===== src/fft16_pkg.sv =====
package fft16_pkg;

	//////////////////////////////////////////////////
	// sizes
	//////////////////////////////////////////////////
	localparam int N_POINTS  = 16;
	localparam int N_STAGES  = 4;
	localparam int N_BFLY    = 8;
	localparam int WORD_SIZE = 16;
	localparam int FRACTION  = 8;

	//////////////////////////////////////////////////
	// data types
	//////////////////////////////////////////////////

	// signed fixed point, FRACTION bits below the point
	typedef logic signed [WORD_SIZE-1:0] sample_t;

	typedef struct packed {
		sample_t re;
		sample_t im;
	} cplx_t;

	// point 0 sits in the low bits
	typedef cplx_t [N_POINTS-1:0] frame_t;

	// one entry per butterfly lane
	typedef cplx_t [N_BFLY-1:0] bfly_vec_t;

	// k selects W16^k
	typedef logic [2:0] tw_idx_t;

	typedef tw_idx_t [N_BFLY-1:0] tw_vec_t;

	typedef logic [1:0] stage_t;

	//////////////////////////////////////////////////
	// control
	//////////////////////////////////////////////////
	typedef enum logic {
		SEQ_IDLE,
		SEQ_RUN
	} seq_state_t;

endpackage


===== src/fft16_sequencer.sv =====
module fft16_sequencer (
	input  logic                i_clk,
	input  logic                i_rst_n,
	input  logic                i_start,
	input  fft16_pkg::frame_t   i_frame,
	input  fft16_pkg::frame_t   i_frame_next,
	output fft16_pkg::stage_t   o_stage,
	output fft16_pkg::frame_t   o_frame,
	output logic                o_busy,
	output logic                o_done
);

	fft16_pkg::seq_state_t state;
	fft16_pkg::stage_t     stage;
	fft16_pkg::frame_t     frame_q;
	logic                  done_q;

	//////////////////////////////////////////////////
	// state machine, stage counter, frame register
	//////////////////////////////////////////////////
	always_ff @(posedge i_clk) begin
		if (!i_rst_n) begin
			state   <= fft16_pkg::SEQ_IDLE;
			stage   <= '0;
			frame_q <= '0;
			done_q  <= 1'b0;
		end else begin
			done_q <= 1'b0;
			case (state)
				fft16_pkg::SEQ_IDLE: begin
					if (i_start) begin
						frame_q <= i_frame;
						stage   <= '0;
						state   <= fft16_pkg::SEQ_RUN;
					end
				end
				fft16_pkg::SEQ_RUN: begin
					frame_q <= i_frame_next;
					stage   <= stage + 2'd1;
					// last stage written, counter wraps back to 0
					if (stage == 2'(fft16_pkg::N_STAGES - 1)) begin
						state  <= fft16_pkg::SEQ_IDLE;
						done_q <= 1'b1;
					end
				end
				default: state <= fft16_pkg::SEQ_IDLE;
			endcase
		end
	end

	assign o_stage = stage;
	assign o_frame = frame_q;
	assign o_busy  = (state == fft16_pkg::SEQ_RUN);
	assign o_done  = done_q;

endmodule


===== config.mk =====
export PLATFORM = sky130hd
export DESIGN_NAME = fft16_sequencer
export DESIGN_NICKNAME = d
export VERILOG_FILES = /design/src/fft16_pkg.sv /design/src/fft16_sequencer.sv
export SDC_FILE = /design/constraint.sdc
export NUM_CORES = 1
export LEC_CHECK = 0
export BUFFER_PORTS_ARGS = -buffer_cell sky130_fd_sc_hd__clkbuf_2
export CAP_MARGIN = 20
export CORE_AREA = 2 2 608 610
export DETAILED_ROUTE_END_ITERATION = 8
export DIE_AREA = 0 0 610 612
export PLACE_DENSITY = 0.3
export SLEW_MARGIN = 20
export SYNTH_ARGS = -nofsm -noshare
export SYNTH_HDL_FRONTEND = slang
export SYNTH_SLANG_ARGS = --single-unit

===== constraint.sdc =====
create_clock -name i_clk -period 1.6 [get_ports i_clk]
set_input_delay 0.24 -clock i_clk [delete_from_list [all_inputs] [get_ports i_clk]]
set_output_delay 0.24 -clock i_clk [all_outputs]
set_load 0.05 [all_outputs]

==> run metrics <==
status finished with violations; failing checks negative setup slack; Die ar. 0.3733 mm^2; grt total ovfl 0; Seq/Total Area, Yosys 43.61%; initial drt markers 1329; DR DRC count 0; Worst Hold Path Cells 4; VDD IR max 0.7169 mV; largest net degree at the start of global routing 98; layout cell share with drive strength beyond 1 49.82%; # port buffers 1542; Die X-Extent 610 um; post-layout util 17.31%; GRT Total Usage 14.72%; crit-path leading delay family buffers and inverters; setup ws final -0.08897 ns; crit path DAT 2.37 ns; relative slew slack 61.89%; worst path bufs/invs 3; final antenna-violating net count 0; Hold WS 0.2545 ns; leakage 26.73 nW; post-synthesis cell type count 18; RSZ-0062 raised after global routing yes; CTS tree yes; Place WS -0.1599 ns; vias in the first global route 33150; path length in cells of the critical path 5; FF-to-FF path depth 5; Final Hold Fails 0; Worst Setup Path Type reg2reg; fmax 592.1 MHz; CTS HTree Levels 3; MaxCap Viol Count 0; num rows 223; CP Cell Sequence buf_4 -> buf_16 -> buf_12 -> nor2b_2 -> a211oi_1; crit path time final 1.689 ns; Gate Count Post-Synth 2293; Slew Limit Fails 0; worst path required time 2.28 ns; CTS Buf Count 81; overall power 54.03 mW; Setup TNS -1.246 ns; syn avg cell area 10.33 um^2; crit path launch type flip-flop; synth warn 0; Pre-antenna DRT Iters 5; clock root buffer clkbuf_16; final setup fails 86; register bit total from synthesis 516; clk sinks 516; CP peak stage delay 0.36 ns; total power divided by cell area 849.8 mW/mm^2; Placer Congestion 0.8948; Crit. End Element flip-flop; Nets 6126; Post-DP HPWL 248.3 mm; Post-Route WL 287.7 mm; initial antenna violation count 149; initial cell density of the core 6.451%; fin crit share 105.6%; Reg clk slew, reported paths 0.06 ns; post-synth top area cell dfxtp_1; synth top area cells dfxtp_1, mux2i_1, a211oi_1, nor2b_1, clkbuf_1; global-route wire length before repair 355.8 mm; post-DR wirelength/cell 28.60 um; Fill cells 40870; crit path max fanout 32; clock latency on the worst-skew pair 0.82 ns; Ports 1543; core box area 0.3672 mm^2; chip height 612 um; Max stage delay cell, worst path dfxtp_4; Yosys top cell area share 43.61%; Worst Clk Skew 0.05663 ns; area grow syn2layout 168.4%; via count 30740; Via-to-Cell Ratio 3.055; Least-Margin Pin Slew 0.5717 ns; syn_nets 3322; worst-case clock buffer depth 4; HP Class in2reg; cell area after synthesis 0.02369 mm^2
==> layer usage <==
layer,global-route usage [%],vias to the layer above,part of all wire [%]
li1,-,14090,-
met1,15.94,14920,38
met2,25.13,1251,48
met3,7.204,398,11
met4,4.376,78,3.1
met5,0,-,0.18
==> cells in the final DEF (no fill, tap or decap) <==
cell,n
bufinv_16,1
clkinv_16,1
clkinvlp_4,2
nand2_1,1
and3_1,1
bufbuf_16,1
clkinv_4,3
dfxtp_4,165
inv_16,1
buf_16,3
nor2b_4,1
dfxtp_2,351
inv_4,1
clkbuf_2,1025
buf_4,324
ha_1,2
clkinv_8,1
nand2b_1,1
clkinv_2,9
nor2b_2,3
or3b_2,2
nor2_1,1
clkbuf_16,458
mux2i_1,512
clkbuf_1,21
buf_8,19
a211oi_1,513
inv_6,4
nor2b_1,508
a21oi_1,2
dlygate4sd3_1,1025
inv_8,1
buf_12,169
diode_2,69
clkbuf_8,23
==> where the power goes <==
part / total, mW / switching (mW) / internal, mW / leakage [nW]
sequential: 15.6 / 1.37 / 14.2 / 4.49
combinational: 20.4 / 10.8 / 9.61 / 21.0
clock: 18.1 / 7.80 / 10.3 / 1.25
total: 54.0 / 19.9 / 34.1 / 26.7
==> synth_stat cells <==
cell,number
a21oi_1,2
ha_1,2
nand2_1,1
buf_1,1
or3b_2,2
buf_4,37
inv_1,1
nand2b_1,1
clkbuf_4,3
nor2b_1,512
mux2i_1,512
dfxtp_1,516
buf_2,73
inv_2,1
nor2_1,1
a211oi_1,513
and3_1,1
clkbuf_1,114
==> logic make-up after synthesis <==
group                      share of synthesized area (%)
buffers and inverters                              4.664
and+or+nand+nor                                    13.68
adders and majority gates                         0.1056
DFF                                                43.61
muxes                                              21.64
AOI/OAI and AO/OA                                  16.30
==> worst register-to-register path, delay by kind of cell, from the launching register on <==
family,cells,cell delay [ns]
compound gates,1,0.09
buf+inv,3,0.82
flops,1,0.36
simple gates,1,0.32
==> metrics by stage <==
stage	area [um^2]	std cells
floorplan	23690	2293
global placement	38840	8613
detailed placement	38840	8613
CTS	62910	9944
global route	63510	10040
finish	63580	10060
==> repair_timing <==
item                                   in CTS  in global routing
gates resized for setup                  2137                 46
buffers inserted                          164                 47
setup endpoints to repair                 522                680
hold buffers                             1025                  0
gates cloned                                1                  2
endpoints found under the hold margin     514                  0
==> layout make-up <==
class	instances	area, um^2	area share [%]
inverter	2	31.28	0.04920
timing repair buffer	2949	31120	48.95
tap	4837	6052	9.519
antenna	69	172.7	0.2716
multi-input combinational	1547	12270	19.29
clock inverter	22	203.9	0.3208
sequential	516	11390	17.91
clock buffer	119	2340	3.680
==> final timing paths <==
path / from / slack [ns] / end
hold / removal: i_frame_next[414] / 0.25 / o_frame[414]
hold reg to reg: o_frame[260] / 0.57 / o_frame[260]
setup reg to reg: o_busy / -0.09 / o_frame[287]
setup / recovery: o_busy / -0.09 / o_frame[287]
==> registers in the layout, summed over array words and instances, names as in the netlist <==
signal	cells
o_frame	512
o_stage	2
o_busy	1
o_done	1
(Power assumes the default switching activity.)
