[src/fft16_pkg.sv]
package fft16_pkg;

	//////////////////////////////////////////////////
	// sizes
	//////////////////////////////////////////////////
	localparam int N_POINTS  = 16;
	localparam int N_STAGES  = 4;
	localparam int N_BFLY    = 8;
	localparam int WORD_SIZE = 16;
	localparam int FRACTION  = 8;

	//////////////////////////////////////////////////
	// data types
	//////////////////////////////////////////////////

	// signed fixed point, FRACTION bits below the point
	typedef logic signed [WORD_SIZE-1:0] sample_t;

	typedef struct packed {
		sample_t re;
		sample_t im;
	} cplx_t;

	// point 0 sits in the low bits
	typedef cplx_t [N_POINTS-1:0] frame_t;

	// one entry per butterfly lane
	typedef cplx_t [N_BFLY-1:0] bfly_vec_t;

	// k selects W16^k
	typedef logic [2:0] tw_idx_t;

	typedef tw_idx_t [N_BFLY-1:0] tw_vec_t;

	typedef logic [1:0] stage_t;

	//////////////////////////////////////////////////
	// control
	//////////////////////////////////////////////////
	typedef enum logic {
		SEQ_IDLE,
		SEQ_RUN
	} seq_state_t;

endpackage

[src/fft16_butterfly.sv]
module fft16_butterfly (
	input  fft16_pkg::cplx_t i_top,
	input  fft16_pkg::cplx_t i_bot,
	input  fft16_pkg::cplx_t i_tw,
	output fft16_pkg::cplx_t o_top,
	output fft16_pkg::cplx_t o_bot
);

	// full width products plus one bit for the sum
	logic signed [2*fft16_pkg::WORD_SIZE:0] acc_re;
	logic signed [2*fft16_pkg::WORD_SIZE:0] acc_im;
	logic signed [2*fft16_pkg::WORD_SIZE:0] shr_re;
	logic signed [2*fft16_pkg::WORD_SIZE:0] shr_im;
	fft16_pkg::cplx_t prod;

	//////////////////////////////////////////////////
	// complex multiply bot * w
	//////////////////////////////////////////////////
	assign acc_re = i_bot.re * i_tw.re - i_bot.im * i_tw.im;
	assign acc_im = i_bot.re * i_tw.im + i_bot.im * i_tw.re;

	// drop the fraction bits of the twiddle
	assign shr_re = acc_re >>> fft16_pkg::FRACTION;
	assign shr_im = acc_im >>> fft16_pkg::FRACTION;

	assign prod.re = shr_re[fft16_pkg::WORD_SIZE-1:0];
	assign prod.im = shr_im[fft16_pkg::WORD_SIZE-1:0];

	//////////////////////////////////////////////////
	// add and subtract, wrapping
	//////////////////////////////////////////////////
	assign o_top.re = i_top.re + prod.re;
	assign o_top.im = i_top.im + prod.im;
	assign o_bot.re = i_top.re - prod.re;
	assign o_bot.im = i_top.im - prod.im;

endmodule

[config.mk]
export PLATFORM = sky130hd
export DESIGN_NAME = fft16_butterfly
export DESIGN_NICKNAME = d
export VERILOG_FILES = /design/src/fft16_pkg.sv /design/src/fft16_butterfly.sv
export SDC_FILE = /design/constraint.sdc
export NUM_CORES = 2
export LEC_CHECK = 0
export BUFFER_PORTS_ARGS = -buffer_cell sky130_fd_sc_hd__buf_2
export CORE_MARGIN = 1.5
export CORE_UTILIZATION = 45
export DETAILED_ROUTE_END_ITERATION = 8
export GPL_ROUTABILITY_DRIVEN = 0
export PLACE_DENSITY = 0.61
export SKIP_LAST_GASP = 1
export SLEW_MARGIN = 20
export SYNTH_ARGS = -nofsm -noshare
export SYNTH_HDL_FRONTEND = slang
export SYNTH_SLANG_ARGS = --single-unit
[constraint.sdc]
create_clock -name vclk -period 9
set_input_delay 0.9 -clock vclk [all_inputs]
set_output_delay 0.9 -clock vclk [all_outputs]
set_load 0.03 [all_outputs]
==> impl_metrics.csv <==
group,metric,value,unit
finish,final.fill_count,6485,
synthesis,synth.mux.area_fraction,0.06766,%
timing,fmax,102.6,MHz
timing,timing.final.crit_period,9.747,ns
synthesis,yosys_warnings,0,
route,drt.antenna.violating_nets,0,
timing,period_share,108.3,%
critical_path,worst-setup-path-type,"in2out",
global_route,number_of_antenna_violations_at_the_first_check_in_global_routing,6,
synthesis,net_count_after_synthesis,4998,
critical_path,cpPeakStageDelay,0.54,ns
critical_path,start_kind,"input port",
global_route,gr-usage-all-layers,25.05,%
finish,nNetsFinal,5512,
run_status,run_status,"finished, violations left",
timing,slew_at_the_pin_closest_to_its_max_slew_limit,0.5341,ns
timing,final_max_slew_viol_count,0,
timing,layout_setup_ws,-0.7466,ns
floorplanning,die_area,75610,sq um
synthesis,synth-simple-area-share,16.62,%
floorplanning,die_height,275.0,microns
route,route.detailed.drc,24,
floorplanning,io-pin-count,160,
synthesis,synth_area_per_cell,8.877,sq um
synthesis,synth.top_cell.area_share,50.04,%
route,detail_route.wl_per_cell,17.45,microns
route,initialDrtViolationCount,1373,
critical_path,worstPathRequired,8.10,ns
route,route.vias.total,25680,
timing,rsz0062_at_grt,"true",
timing,hold_viol,0,
global_route,largest_net_degree_at_the_start_of_global_routing,25,
finish,fraction_of_final_layout_cells_with_drive_strength_greater_than_1,23.63,%
synthesis,synthXorXnorAreaFrac,4.657,%
global_route,grt.overflow.total,0,
synthesis,synth_area_leader_cell,"fa_1",
timing,finalSetupViolations,33,
timing,slew_headroom,64.14,%
critical_path,arrival_time_at_the_worst_endpoint,8.85,ns
floorplanning,floorplan.initialDensity,45.55,%
place,placed_cell_area,39110,sq um
finish,flops_and_latches,0,
place,dpl.hpwl,76880,microns
route,wirelength,91150,microns
critical_path,crit_path_max_fanout,10,
synthesis,synthDistinctLibCells,69,
finish,clockBufferCount,0,
worst_hold_path,min-delay-path-class,"in2out",
clock_network,postCtsHoldBufs,0,
synthesis,synth_fa_ha_area_share,62.07,%
critical_path,critical-path-top-cell-by-count,"fa_1",
synthesis,synth_compound_area_share,3.349,%
floorplanning,die_x,275.0,microns
floorplanning,fp.coreArea,73080,sq um
synthesis,synth-seq-area-share,0,%
route,drt_pre_antenna_iters,7,
place,io_buffers,160,
global_route,grt_pass1_wl,147600,microns
synthesis,largest_family_of_logic_cells_by_synthesized_area,"adder cells",
finish,register_area,0,sq um
finish,area_growth_syn_to_layout,25.54,%
run_status,violations,"DRC, setup timing",
route,drt-vias-per-instance,4.917,
synthesis,syn-cell-area,33290,sq um
synthesis,syn-instance-count,3750,
finish,layout.cell_area.non_filler,41790,sq um
critical_path,timing.critical_path.to_type,"output port",
global_route,first_global_vias,27510,
floorplanning,row_count,99,
job,drv.max_cap_violation_count,0,
critical_path,critical_path.slowest_cell,"fa_1",
synthesis,netlist_top_cells_area,"fa_1 50%, ha_1 12%, inv_1 11%, and2_1 8.8%, nand2_1 4.8%",
-- critical path, delay by kind of cell --
kind	cells	cell delay [ns]
AO/OA/AOI/OAI	8	1.33
AND/OR/NAND/NOR	2	0.14
multiplexers	1	0.35
buffers and inverters	11	1.38
adder cells (fa/ha/maj)	10	4.57
XOR/XNOR	1	0.13
-- placed cells by master (no fill, tap or decap), drive strengths merged, types with 6 or more instances in the layout --
master   count
a21oi       50
o21ai       25
nor3        23
ha         320
a21o        13
o21a        11
xor2        38
nor2        98
nand2b      22
inv        979
a2111oi      6
nor2b       12
clkbuf       8
fa         832
buf        691
or2          8
xnor2      133
nand2      425
o21bai       9
and3        11
and2       470
-- through the flow --
step / hold slack, ns / setup slack (ns) / util [%] / std cells / setup TNS [ns]
CTS: 2.295 / -0.7420 / 55.93 / 5188 / -10.75
finish: 2.292 / -0.7466 / 57.18 / 5223 / -11.74
detailed placement: 2.292 / -1.131 / 53.52 / 5139 / -20.88
global placement: 2.283 / -1.049 / 53.52 / 5139 / -19.25
floorplan: 2.079 / -0.6745 / - / 3750 / -2.673
global route: 2.307 / -1.034 / 57.18 / 5222 / -21.06
-- cells by family after synthesis --
group | count (synthesis)
AOI/OAI and AO/OA | 159
xor gates and xnor gates | 173
adders and majority gates | 1152
buffers and inverters | 1168
muxes | 2
and+or+nand+nor | 1096
-- path summary, 6_finish.rpt --
check | start | endpoint | slack, ns | cells past startpoint
max | i_tw[1] | o_bot[30] | -0.75 | 33
min | i_top[0] | o_top[0] | 2.29 | 5
-- metal layers --
layer	GRT usage [%]	routed length (microns)
met3	2.383	5610
met5	0	46
met1	35.87	39440
met4	5.479	2465
met2	41.27	43580
-- cells in the mapped netlist (all sizes together), types with 4 or more instances --
library cell	count
o31a	4
a2111oi	6
nor2	98
fa	832
o21bai	9
nor3	23
a211oi	5
xor2	38
nand4	5
or3	5
and3	11
o21a	11
buf	12
nand2	425
and2	470
o21ai	25
inv	979
a21oi	50
xnor2	133
a21o	13
nor2b	12
clkbuf	176
nand3	5
nand2b	22
o311ai	5
o41ai	4
ha	320
or2	8
-- area by class of cell --
cell class                 instances  area (sq um)  share of cell area (%)
antenna                            2         5.005                 0.01198
inverter                         980          3687                   8.824
multi-input combinational       2582         30780                   73.67
tap                              959          1200                   2.871
timing repair buffer             700          6112                   14.63
-- what timing repair did --
item | in CTS | in global routing
endpoints found under the setup margin | 39 | 42
cloned | 3 | 2
setup buffers | 49 | 33
gates resized for setup | 321 | 152
pin swaps | 176 | 111
Power is left out: the tool's default activity adds up to more than one toggle a clock period on the data nets, which glitch-free logic cannot reach.
