==> src/fft16_pkg.sv <==
package fft16_pkg;

	//////////////////////////////////////////////////
	// sizes
	//////////////////////////////////////////////////
	localparam int N_POINTS  = 16;
	localparam int N_STAGES  = 4;
	localparam int N_BFLY    = 8;
	localparam int WORD_SIZE = 16;
	localparam int FRACTION  = 8;

	//////////////////////////////////////////////////
	// data types
	//////////////////////////////////////////////////

	// signed fixed point, FRACTION bits below the point
	typedef logic signed [WORD_SIZE-1:0] sample_t;

	typedef struct packed {
		sample_t re;
		sample_t im;
	} cplx_t;

	// point 0 sits in the low bits
	typedef cplx_t [N_POINTS-1:0] frame_t;

	// one entry per butterfly lane
	typedef cplx_t [N_BFLY-1:0] bfly_vec_t;

	// k selects W16^k
	typedef logic [2:0] tw_idx_t;

	typedef tw_idx_t [N_BFLY-1:0] tw_vec_t;

	typedef logic [1:0] stage_t;

	//////////////////////////////////////////////////
	// control
	//////////////////////////////////////////////////
	typedef enum logic {
		SEQ_IDLE,
		SEQ_RUN
	} seq_state_t;

endpackage

==> src/fft16_twiddle_rom.sv <==
module fft16_twiddle_rom (
	input  fft16_pkg::tw_vec_t   i_tw_idx,
	output fft16_pkg::bfly_vec_t o_tw
);

	// W16^k = cos(2*pi*k/16) - j*sin(2*pi*k/16), scaled by 256
	function automatic fft16_pkg::cplx_t tw_lookup(input fft16_pkg::tw_idx_t k);
		fft16_pkg::cplx_t w;
		case (k)
			3'd0: begin w.re = 16'sd256;  w.im = 16'sd0;    end
			3'd1: begin w.re = 16'sd237;  w.im = -16'sd98;  end
			3'd2: begin w.re = 16'sd181;  w.im = -16'sd181; end
			3'd3: begin w.re = 16'sd98;   w.im = -16'sd237; end
			3'd4: begin w.re = 16'sd0;    w.im = -16'sd256; end
			3'd5: begin w.re = -16'sd98;  w.im = -16'sd237; end
			3'd6: begin w.re = -16'sd181; w.im = -16'sd181; end
			default: begin
				w.re = -16'sd237;
				w.im = -16'sd98;
			end
		endcase
		return w;
	endfunction

	// every lane reads the same table
	always_comb begin
		for (int b = 0; b < fft16_pkg::N_BFLY; b++) begin
			o_tw[b] = tw_lookup(i_tw_idx[b]);
		end
	end

endmodule

==> config.mk <==
export PLATFORM = sky130hd
export DESIGN_NAME = fft16_twiddle_rom
export DESIGN_NICKNAME = d
export VERILOG_FILES = /design/src/fft16_pkg.sv /design/src/fft16_twiddle_rom.sv
export SDC_FILE = /design/constraint.sdc
export NUM_CORES = 1
export LEC_CHECK = 0
export ABC_CLOCK_PERIOD_IN_PS = 1000
export BUFFER_PORTS_ARGS = -buffer_cell sky130_fd_sc_hd__buf_2
export CORE_AREA = 5 5 106 108
export DETAILED_ROUTE_END_ITERATION = 7
export DIE_AREA = 0 0 111 113
export SLEW_MARGIN = 20
export SYNTH_ARGS = -nofsm -noshare
export SYNTH_HDL_FRONTEND = slang
export SYNTH_SLANG_ARGS = --single-unit
==> constraint.sdc <==
create_clock -name vclk -period 1
set_input_delay 0.05 -clock vclk [all_inputs]
set_output_delay 0.05 -clock vclk [all_outputs]
set_load 0.01 [all_outputs]
==> flow_summary.ini, run 1 <==
[synth]
seq_area_frac_synth_pct = 0
synth_cells = 336
yosys_warnings = 0
synth-simple-area-share_pct = 25.7
synth_top_family_by_area = buffers and inverters
muxShareOfSynthArea_pct = 0
synth_compound_area_share_pct = 6.04
yosys.area_share.adder_pct = 2.64
synth-xor-area-share_pct = 9.23
synth_cell_type_count = 17
synth.avg_cell_area_um2 = 6.78
netlist_area_mm2 = 0.00228

[placed_design]
port_buffers = 272
dpl.hpwl_um = 6050
dp_cells = 592
gp_congestion = 0.800

[floorplanning]
die_h_um = 113
ios = 280
initial_core_util_pct = 22.5
dieWidth_um = 111
num_rows = 37
dieArea_mm2 = 0.0125
coreArea_mm2 = 0.0101

[route]
drc = 0
routed_wl_um = 6730
avgRoutedWirePerCell_um = 11.4
vias_per_cell = 3.75
drtIter0Drc = 80
dr.pass1.iters = 4
final_antenna_net_count = 0
vias = 2218

[finish]
multiInputGateArea_mm2 = 0.00102
antennaDiodeCount = 0
mostFrequentLayoutCell = buf_2
syn2layout_area_growth_pct = 17.2
seq_area_um2 = 0
nNetsFinal = 482
fin_cells = 592
layout_common_cells = buf_2 (272), nand2_1 (31), nand2b_1 (27)
clockBufferCount = 0
design.seq.count = 0
nFillCells = 1201
drive_above_1_share_pct = 65.1

[critical_path]
critPathCapture = o_tw[56]
cp.required_ns = 0.95
critPathKind = in -> out
path_max_fanout = 11
start_kind = input pin
arrival_ns = 0.88
endpoint_kind = output port
crit_start = i_tw_idx[3]

[job]
maxCapViolCount = 0

[timing]
max_clock_freq_ghz = 1.08
maxSlewViolCount = 0
period_minus_slack_ns = 0.929
rsz0062_at_grt = no
finalHoldViolCount = 0
fin_crit_sh_pct = 92.9
setup_violations = 0
final.setup.tns_ns = 0
hold_ws_ns = 0.400

[pwr]
finalPower_mw = 1.61
ir_drop_uv = 289
p_per_area_mw_per_mm2 = 602
p_leak_nw = 1.61

[grt]
grt_max_degree = 12
grt_pass1_wl_um = 10100
grt_overflow_total = 0
antenna_found_initial = 0
grt_usage_pct = 9.11
grt_pass1_vias = 2070

[outcome]
outcome = finished, final reports clean

[hold_path]
hold_path_class = in -> out
worstHoldStart = i_tw_idx[0]

[clock_network]
cts_setup_buffers = 0
cts_hold_buf = 0
cts_resized = 0
## how the worst min path moves through the flow
stage,endpoint,slack (ns),cells past startpoint
finish,o_tw[4],0.40,2
global placement,o_tw[4],0.40,2
global route,o_tw[68],0.41,2
detailed placement,o_tw[4],0.40,2
floorplan,o_tw[132],0.20,1
CTS,o_tw[4],0.40,2
## where the power goes
group	internal, mW	leakage [nW]	switching [mW]
Sequential	0	0	0
Combinational	0.675	1.61	0.932
Clock	0	0	0
## worst max-delay path, cell delays in order
cell,delay [ns]
buf_2,0.16
or3_4,0.46
nand2_1,0.08
buf_2,0.12
## layer usage
| layer | wire length (µm) | part of all wire [%] | GRT usage, % |
|---|---|---|---|
| met1 | 2240 | 33 | 9.33 |
| met2 | 3460 | 51 | 18.3 |
| met3 | 991 | 15 | 3.48 |
| met4 | 40 | 0.59 | 0.493 |
| met5 | 0 | 0 | 0 |
## per-stage QoR
| stage | setup slack [ns] | utilization, % | instance area (µm²) |
|---|---|---|---|
| 2_1_floorplan | 0.0703 | - | 2300 |
| 3_3_place_gp | 0.0676 | 26.3 | 2670 |
| 3_5_place_dp | 0.0519 | 26.3 | 2670 |
| 4_1_cts | 0.0508 | 26.3 | 2670 |
| 5_1_grt | 0.00166 | 26.3 | 2670 |
| 6_report | 0.0709 | 26.3 | 2670 |
## synth_stat cells, drive strengths merged
cell | instances | share of area (%)
and2 | 8 | 2.2
or2 | 8 | 2.2
o21a | 3 | 0.99
o21ai | 23 | 5.1
inv | 13 | 2.1
nand2b | 27 | 7.4
nor2b | 8 | 2.2
nand2 | 31 | 5.1
buf | 163 | 53
clkbuf | 5 | 0.82
maj3 | 6 | 2.6
or3 | 8 | 4.0
conb | 1 | 0.16
xnor2 | 24 | 9.2
nand3b | 8 | 2.6
## cell families (layout without fill, tap and decap cells)
| logic type | after synthesis | in the layout |
|---|---|---|
| AOI/OAI and AO/OA | 26 | 26 |
| xor gates and xnor gates | 24 | 24 |
| adders and majority gates | 6 | 6 |
| buffers and inverters | 181 | 294 |
| other | 1 | 8 |
| and+or+nand+nor | 98 | 98 |
## layout make-up
type	instances	share of cell area, %
inverter	13	1.83
multi-input combinational	162	38.3
tap	136	6.37
timing repair buffer	281	53.5
(Power assumes the default switching activity.)
==> run 2, diff against run 1 <==
--- a/config.mk
+++ b/config.mk
@@ -10,6 +10,7 @@
 export CORE_AREA = 5 5 106 108
 export DETAILED_ROUTE_END_ITERATION = 7
 export DIE_AREA = 0 0 111 113
+export MAX_ROUTING_LAYER = met4
 export SLEW_MARGIN = 20
 export SYNTH_ARGS = -nofsm -noshare
 export SYNTH_HDL_FRONTEND = slang
==> run 2 against run 1 <==
Against the previous run: sequential share of layout area is the same; die area is the same; maximum frequency grew 0.39%; power is essentially flat; combinational power is essentially flat; largest power group unchanged; highest routed layer unchanged.
==> flow_summary.ini, run 2 (synthesis results as in run 1) <==
[timing]
rsz0062_at_grt = no
setup_violations = 0
period_minus_slack_ns = 0.926
max_clock_freq_ghz = 1.08
fin_crit_sh_pct = 92.6
maxSlewViolCount = 0
finalHoldViolCount = 0
final.setup.tns_ns = 0

[finish]
clockBufferCount = 0
fin_cells = 592
seq_area_um2 = 0
nNetsFinal = 482
drive_above_1_share_pct = 65.1
antennaDiodeCount = 0
multiInputGateArea_mm2 = 0.00102
nFillCells = 1201
mostFrequentLayoutCell = buf_2
design.seq.count = 0
finish.instance_area_mm2 = 0.00267
layout_common_cells = buf_2 (272), nand2_1 (31), nand2b_1 (27)
syn2layout_area_growth_pct = 17.2

[route]
wl_met1_um = 2330
wl_met3_um = 898
avgRoutedWirePerCell_um = 11.4
dr.pass1.iters = 4
vias = 2224
drc = 0
final_antenna_net_count = 0
vias_per_cell = 3.76
drtIter0Drc = 63
top_layer = met4
routed-wl-met2_um = 3470
routed_wl_um = 6740

[critical_path]
crit_start = i_tw_idx[3]
path_cells = buf_2 > or3_4 > nand2_1 > buf_2
critPathCapture = o_tw[56]
critPathKind = in -> out
slowest_stage = or3_4
path_max_fanout = 11
arrival_ns = 0.88
cp.required_ns = 0.95
endpoint_kind = output port
crit_top_cell = buf_2
slowest_delay_ns = 0.46
start_kind = input pin

[placed_design]
dpl-instance-area_mm2 = 0.00267
gp_congestion = 0.811
dp_cells = 592
dpl.hpwl_um = 6050
port_buffers = 272

[grt]
antenna_found_initial = 0
grt_usage_pct = 9.38
grt_pass1_vias = 2077
grt_overflow_total = 0
grt_pass1_wl_um = 10100
grt_max_degree = 12

[clock_network]
cts_setup_buffers = 0
cts_hold_buf = 0
cts_resized = 0

[floorplanning]
ios = 280
coreArea_mm2 = 0.0101
num_rows = 37
dieArea_mm2 = 0.0125
initial_core_util_pct = 22.5
die_h_um = 113
dieWidth_um = 111

[outcome]
outcome = finished, final reports clean

[pwr]
p_per_area_mw_per_mm2 = 602
p_leak_nw = 1.61
ir_drop_uv = 289
finalPower_mw = 1.61

[hold_path]
hold_path_class = in -> out

[job]
maxCapViolCount = 0
[run 2: cell counts in the layout (fill, tap and decap cells not counted)]
No cell type changed its count.
[run 2: through the flow]
stage | util, % | setup WS (ns) | hold slack (ns)
2_1_floorplan | - | 0.0703 | 0.201
3_3_place_gp | 26.3 | 0.0676 | 0.403
3_5_place_dp | 26.3 | 0.0519 | 0.401
4_1_cts | 26.3 | 0.0508 | 0.402
5_1_grt | 26.3 | 0.00166 | 0.414
6_report | 26.3 | 0.0745 | 0.400
[run 2: area by class of cell]
type                            instances  share of cell area, %
Multi-Input combinational cell        162                   38.3
Inverter                               13                   1.83
Tap cell                              136                   6.37
Timing Repair Buffer                  281                   53.5
[run 2: where the power goes]
group	internal, mW	total, mW	switching (mW)
combinational	0.675	1.61	0.933
sequential	0	0	0
clock	0	0	0
[run 2: critical path, delay by kind of cell]
| family | cells | cell delay, ns |
|---|---|---|
| AND/OR/NAND/NOR | 2 | 0.54 |
| buffers and inverters | 2 | 0.27 |
[run 2: worst min path at each step]
stage	cells past startpoint	start	to	slack (ns)
floorplan	1	i_tw_idx[12]	o_tw[132]	0.20
global placement	2	i_tw_idx[0]	o_tw[4]	0.40
CTS	2	i_tw_idx[0]	o_tw[4]	0.40
global route	2	i_tw_idx[6]	o_tw[68]	0.41
detailed placement	2	i_tw_idx[0]	o_tw[4]	0.40
finish	2	i_tw_idx[0]	o_tw[4]	0.40
[run 2: metal layers]
layer / track usage, % / up-vias
li1: - / 1115
met1: 9.78 / 947
met2: 18.3 / 160
met3: 2.73 / 2
met4: 0.493 / 0
met5: - / -
==> run 3, diff against run 2 <==
--- a/config.mk
+++ b/config.mk
@@ -7,9 +7,9 @@
 export LEC_CHECK = 0
 export ABC_CLOCK_PERIOD_IN_PS = 1000
 export BUFFER_PORTS_ARGS = -buffer_cell sky130_fd_sc_hd__buf_2
-export CORE_AREA = 5 5 106 108
+export CORE_AREA = 4 4 108 110
 export DETAILED_ROUTE_END_ITERATION = 7
-export DIE_AREA = 0 0 111 113
+export DIE_AREA = 0 0 112 114
 export MAX_ROUTING_LAYER = met4
 export SLEW_MARGIN = 20
 export SYNTH_ARGS = -nofsm -noshare
==> run 3 against run 2 <==
Against the previous run: setup slack improved by 0.0084 ns; combinational power is essentially flat; flip-flop and latch count is the same; non-clock buffer count shrank 3; maximum frequency up 0.91%; power shrank 1.6%; wire length decreased by 5.4%; first-iteration DRC count shrank 3.2%; largest cell class unchanged; global-route usage is 0.93 points lower; die area grew 1.8%; via count is 1.2% higher.
==> flow_summary.ini, run 3 (synthesis results as in run 1) <==
[critical_path]
critPathKind = in -> out
start_kind = input pin
cp.required_ns = 0.95
path_max_fanout = 11
endpoint_kind = output port
arrival_ns = 0.87

[route]
dr.pass1.iters = 4
vias = 2251
drc = 0
drtIter0Drc = 61
avgRoutedWirePerCell_um = 10.8
routed_wl_um = 6380
vias_per_cell = 3.80
final_antenna_net_count = 0

[timing]
rsz0062_at_grt = no
finalHoldViolCount = 0
maxSlewViolCount = 0
setup_violations = 0
max_clock_freq_ghz = 1.09
fin_crit_sh_pct = 91.7
period_minus_slack_ns = 0.917
hold_ws_ns = 0.390
setup_slack_ns = 0.0829

[finish]
drive_above_1_share_pct = 64.9
finish.instance_area_mm2 = 0.00265
design.seq.count = 0
mostFrequentLayoutCell = buf_2
clockBufferCount = 0
layout_common_cells = buf_2 (272), nand2_1 (31), nand2b_1 (27)
nFillCells = 1238
nNetsFinal = 479
seq_area_um2 = 0
syn2layout_area_growth_pct = 16.5
antennaDiodeCount = 0
finish.utilization_pct = 24.8

[placed_design]
dpl.hpwl_um = 5780
gp_congestion = 0.757
dpl-instance-area_mm2 = 0.00265
place_ws_ns = -0.0646
port_buffers = 272

[grt]
grt_overflow_total = 0
antenna_found_initial = 0
grt_max_degree = 12
grt_usage_pct = 8.45
grt_pass1_wl_um = 9200
grt_pass1_vias = 1924

[floorplanning]
dieWidth_um = 112
ios = 280
initial_core_util_pct = 21.3
num_rows = 38
coreArea_mm2 = 0.0107
die_h_um = 114
dieArea_mm2 = 0.0128

[outcome]
outcome = finished, final reports clean

[pwr]
p_per_area_mw_per_mm2 = 596
finalPower_mw = 1.58
p_leak_nw = 1.60
ir_drop_uv = 310

[hold_path]
hold_path_class = in -> out

[clock_network]
cts_setup_buffers = 0

[job]
maxCapViolCount = 0
[run 3: layout make-up]
| class | count | area (µm²) | area share, % |
|---|---|---|---|
| Timing Repair Buffer | 278 | 1410 | 53.0 |
| Tap cell | 140 | 175 | 6.60 |
| Inverter | 13 | 48.8 | 1.84 |
| Multi-Input combinational cell | 162 | 1020 | 38.6 |
[run 3: what timing repair did]
item	4_1_cts	5_1_grt
hold buffers	0	0
endpoints found under the setup margin	7	4
gates resized for setup	1	2
[run 3: routing by layer]
| metal | wire, µm | global-route usage, % | part of all wire, % |
|---|---|---|---|
| met5 | 0 | - | 0 |
| met4 | 30 | 0.401 | 0.47 |
| met3 | 764 | 0.690 | 12 |
| met2 | 3320 | 17.2 | 52 |
| met1 | 2260 | 9.31 | 35 |
[run 3: worst paths after layout]
check                        from  endpoint  cells past startpoint
worst max-delay path  i_tw_idx[6]  o_tw[87]                      4
worst min-delay path  i_tw_idx[3]  o_tw[36]                      2
[run 3: worst max-delay path: stages]
cell and delay (ns):
buf_2 0.15, nand2b_1 0.18, o21ai_0 0.28, buf_2 0.20
[run 3: power breakdown]
group,internal [mW],total (mW),leakage (nW),switching (mW)
registers,0,0,0,0
logic,0.662,1.58,1.60,0.919
clock network,0,0,0,0
total,0.662,1.58,1.60,0.919
[run 3: stage by stage]
step,cells,TNS (ns)
floorplan,343,0
global placement,593,-0.680
detailed placement,593,-0.447
CTS,593,0
global route,593,0
finish,593,0
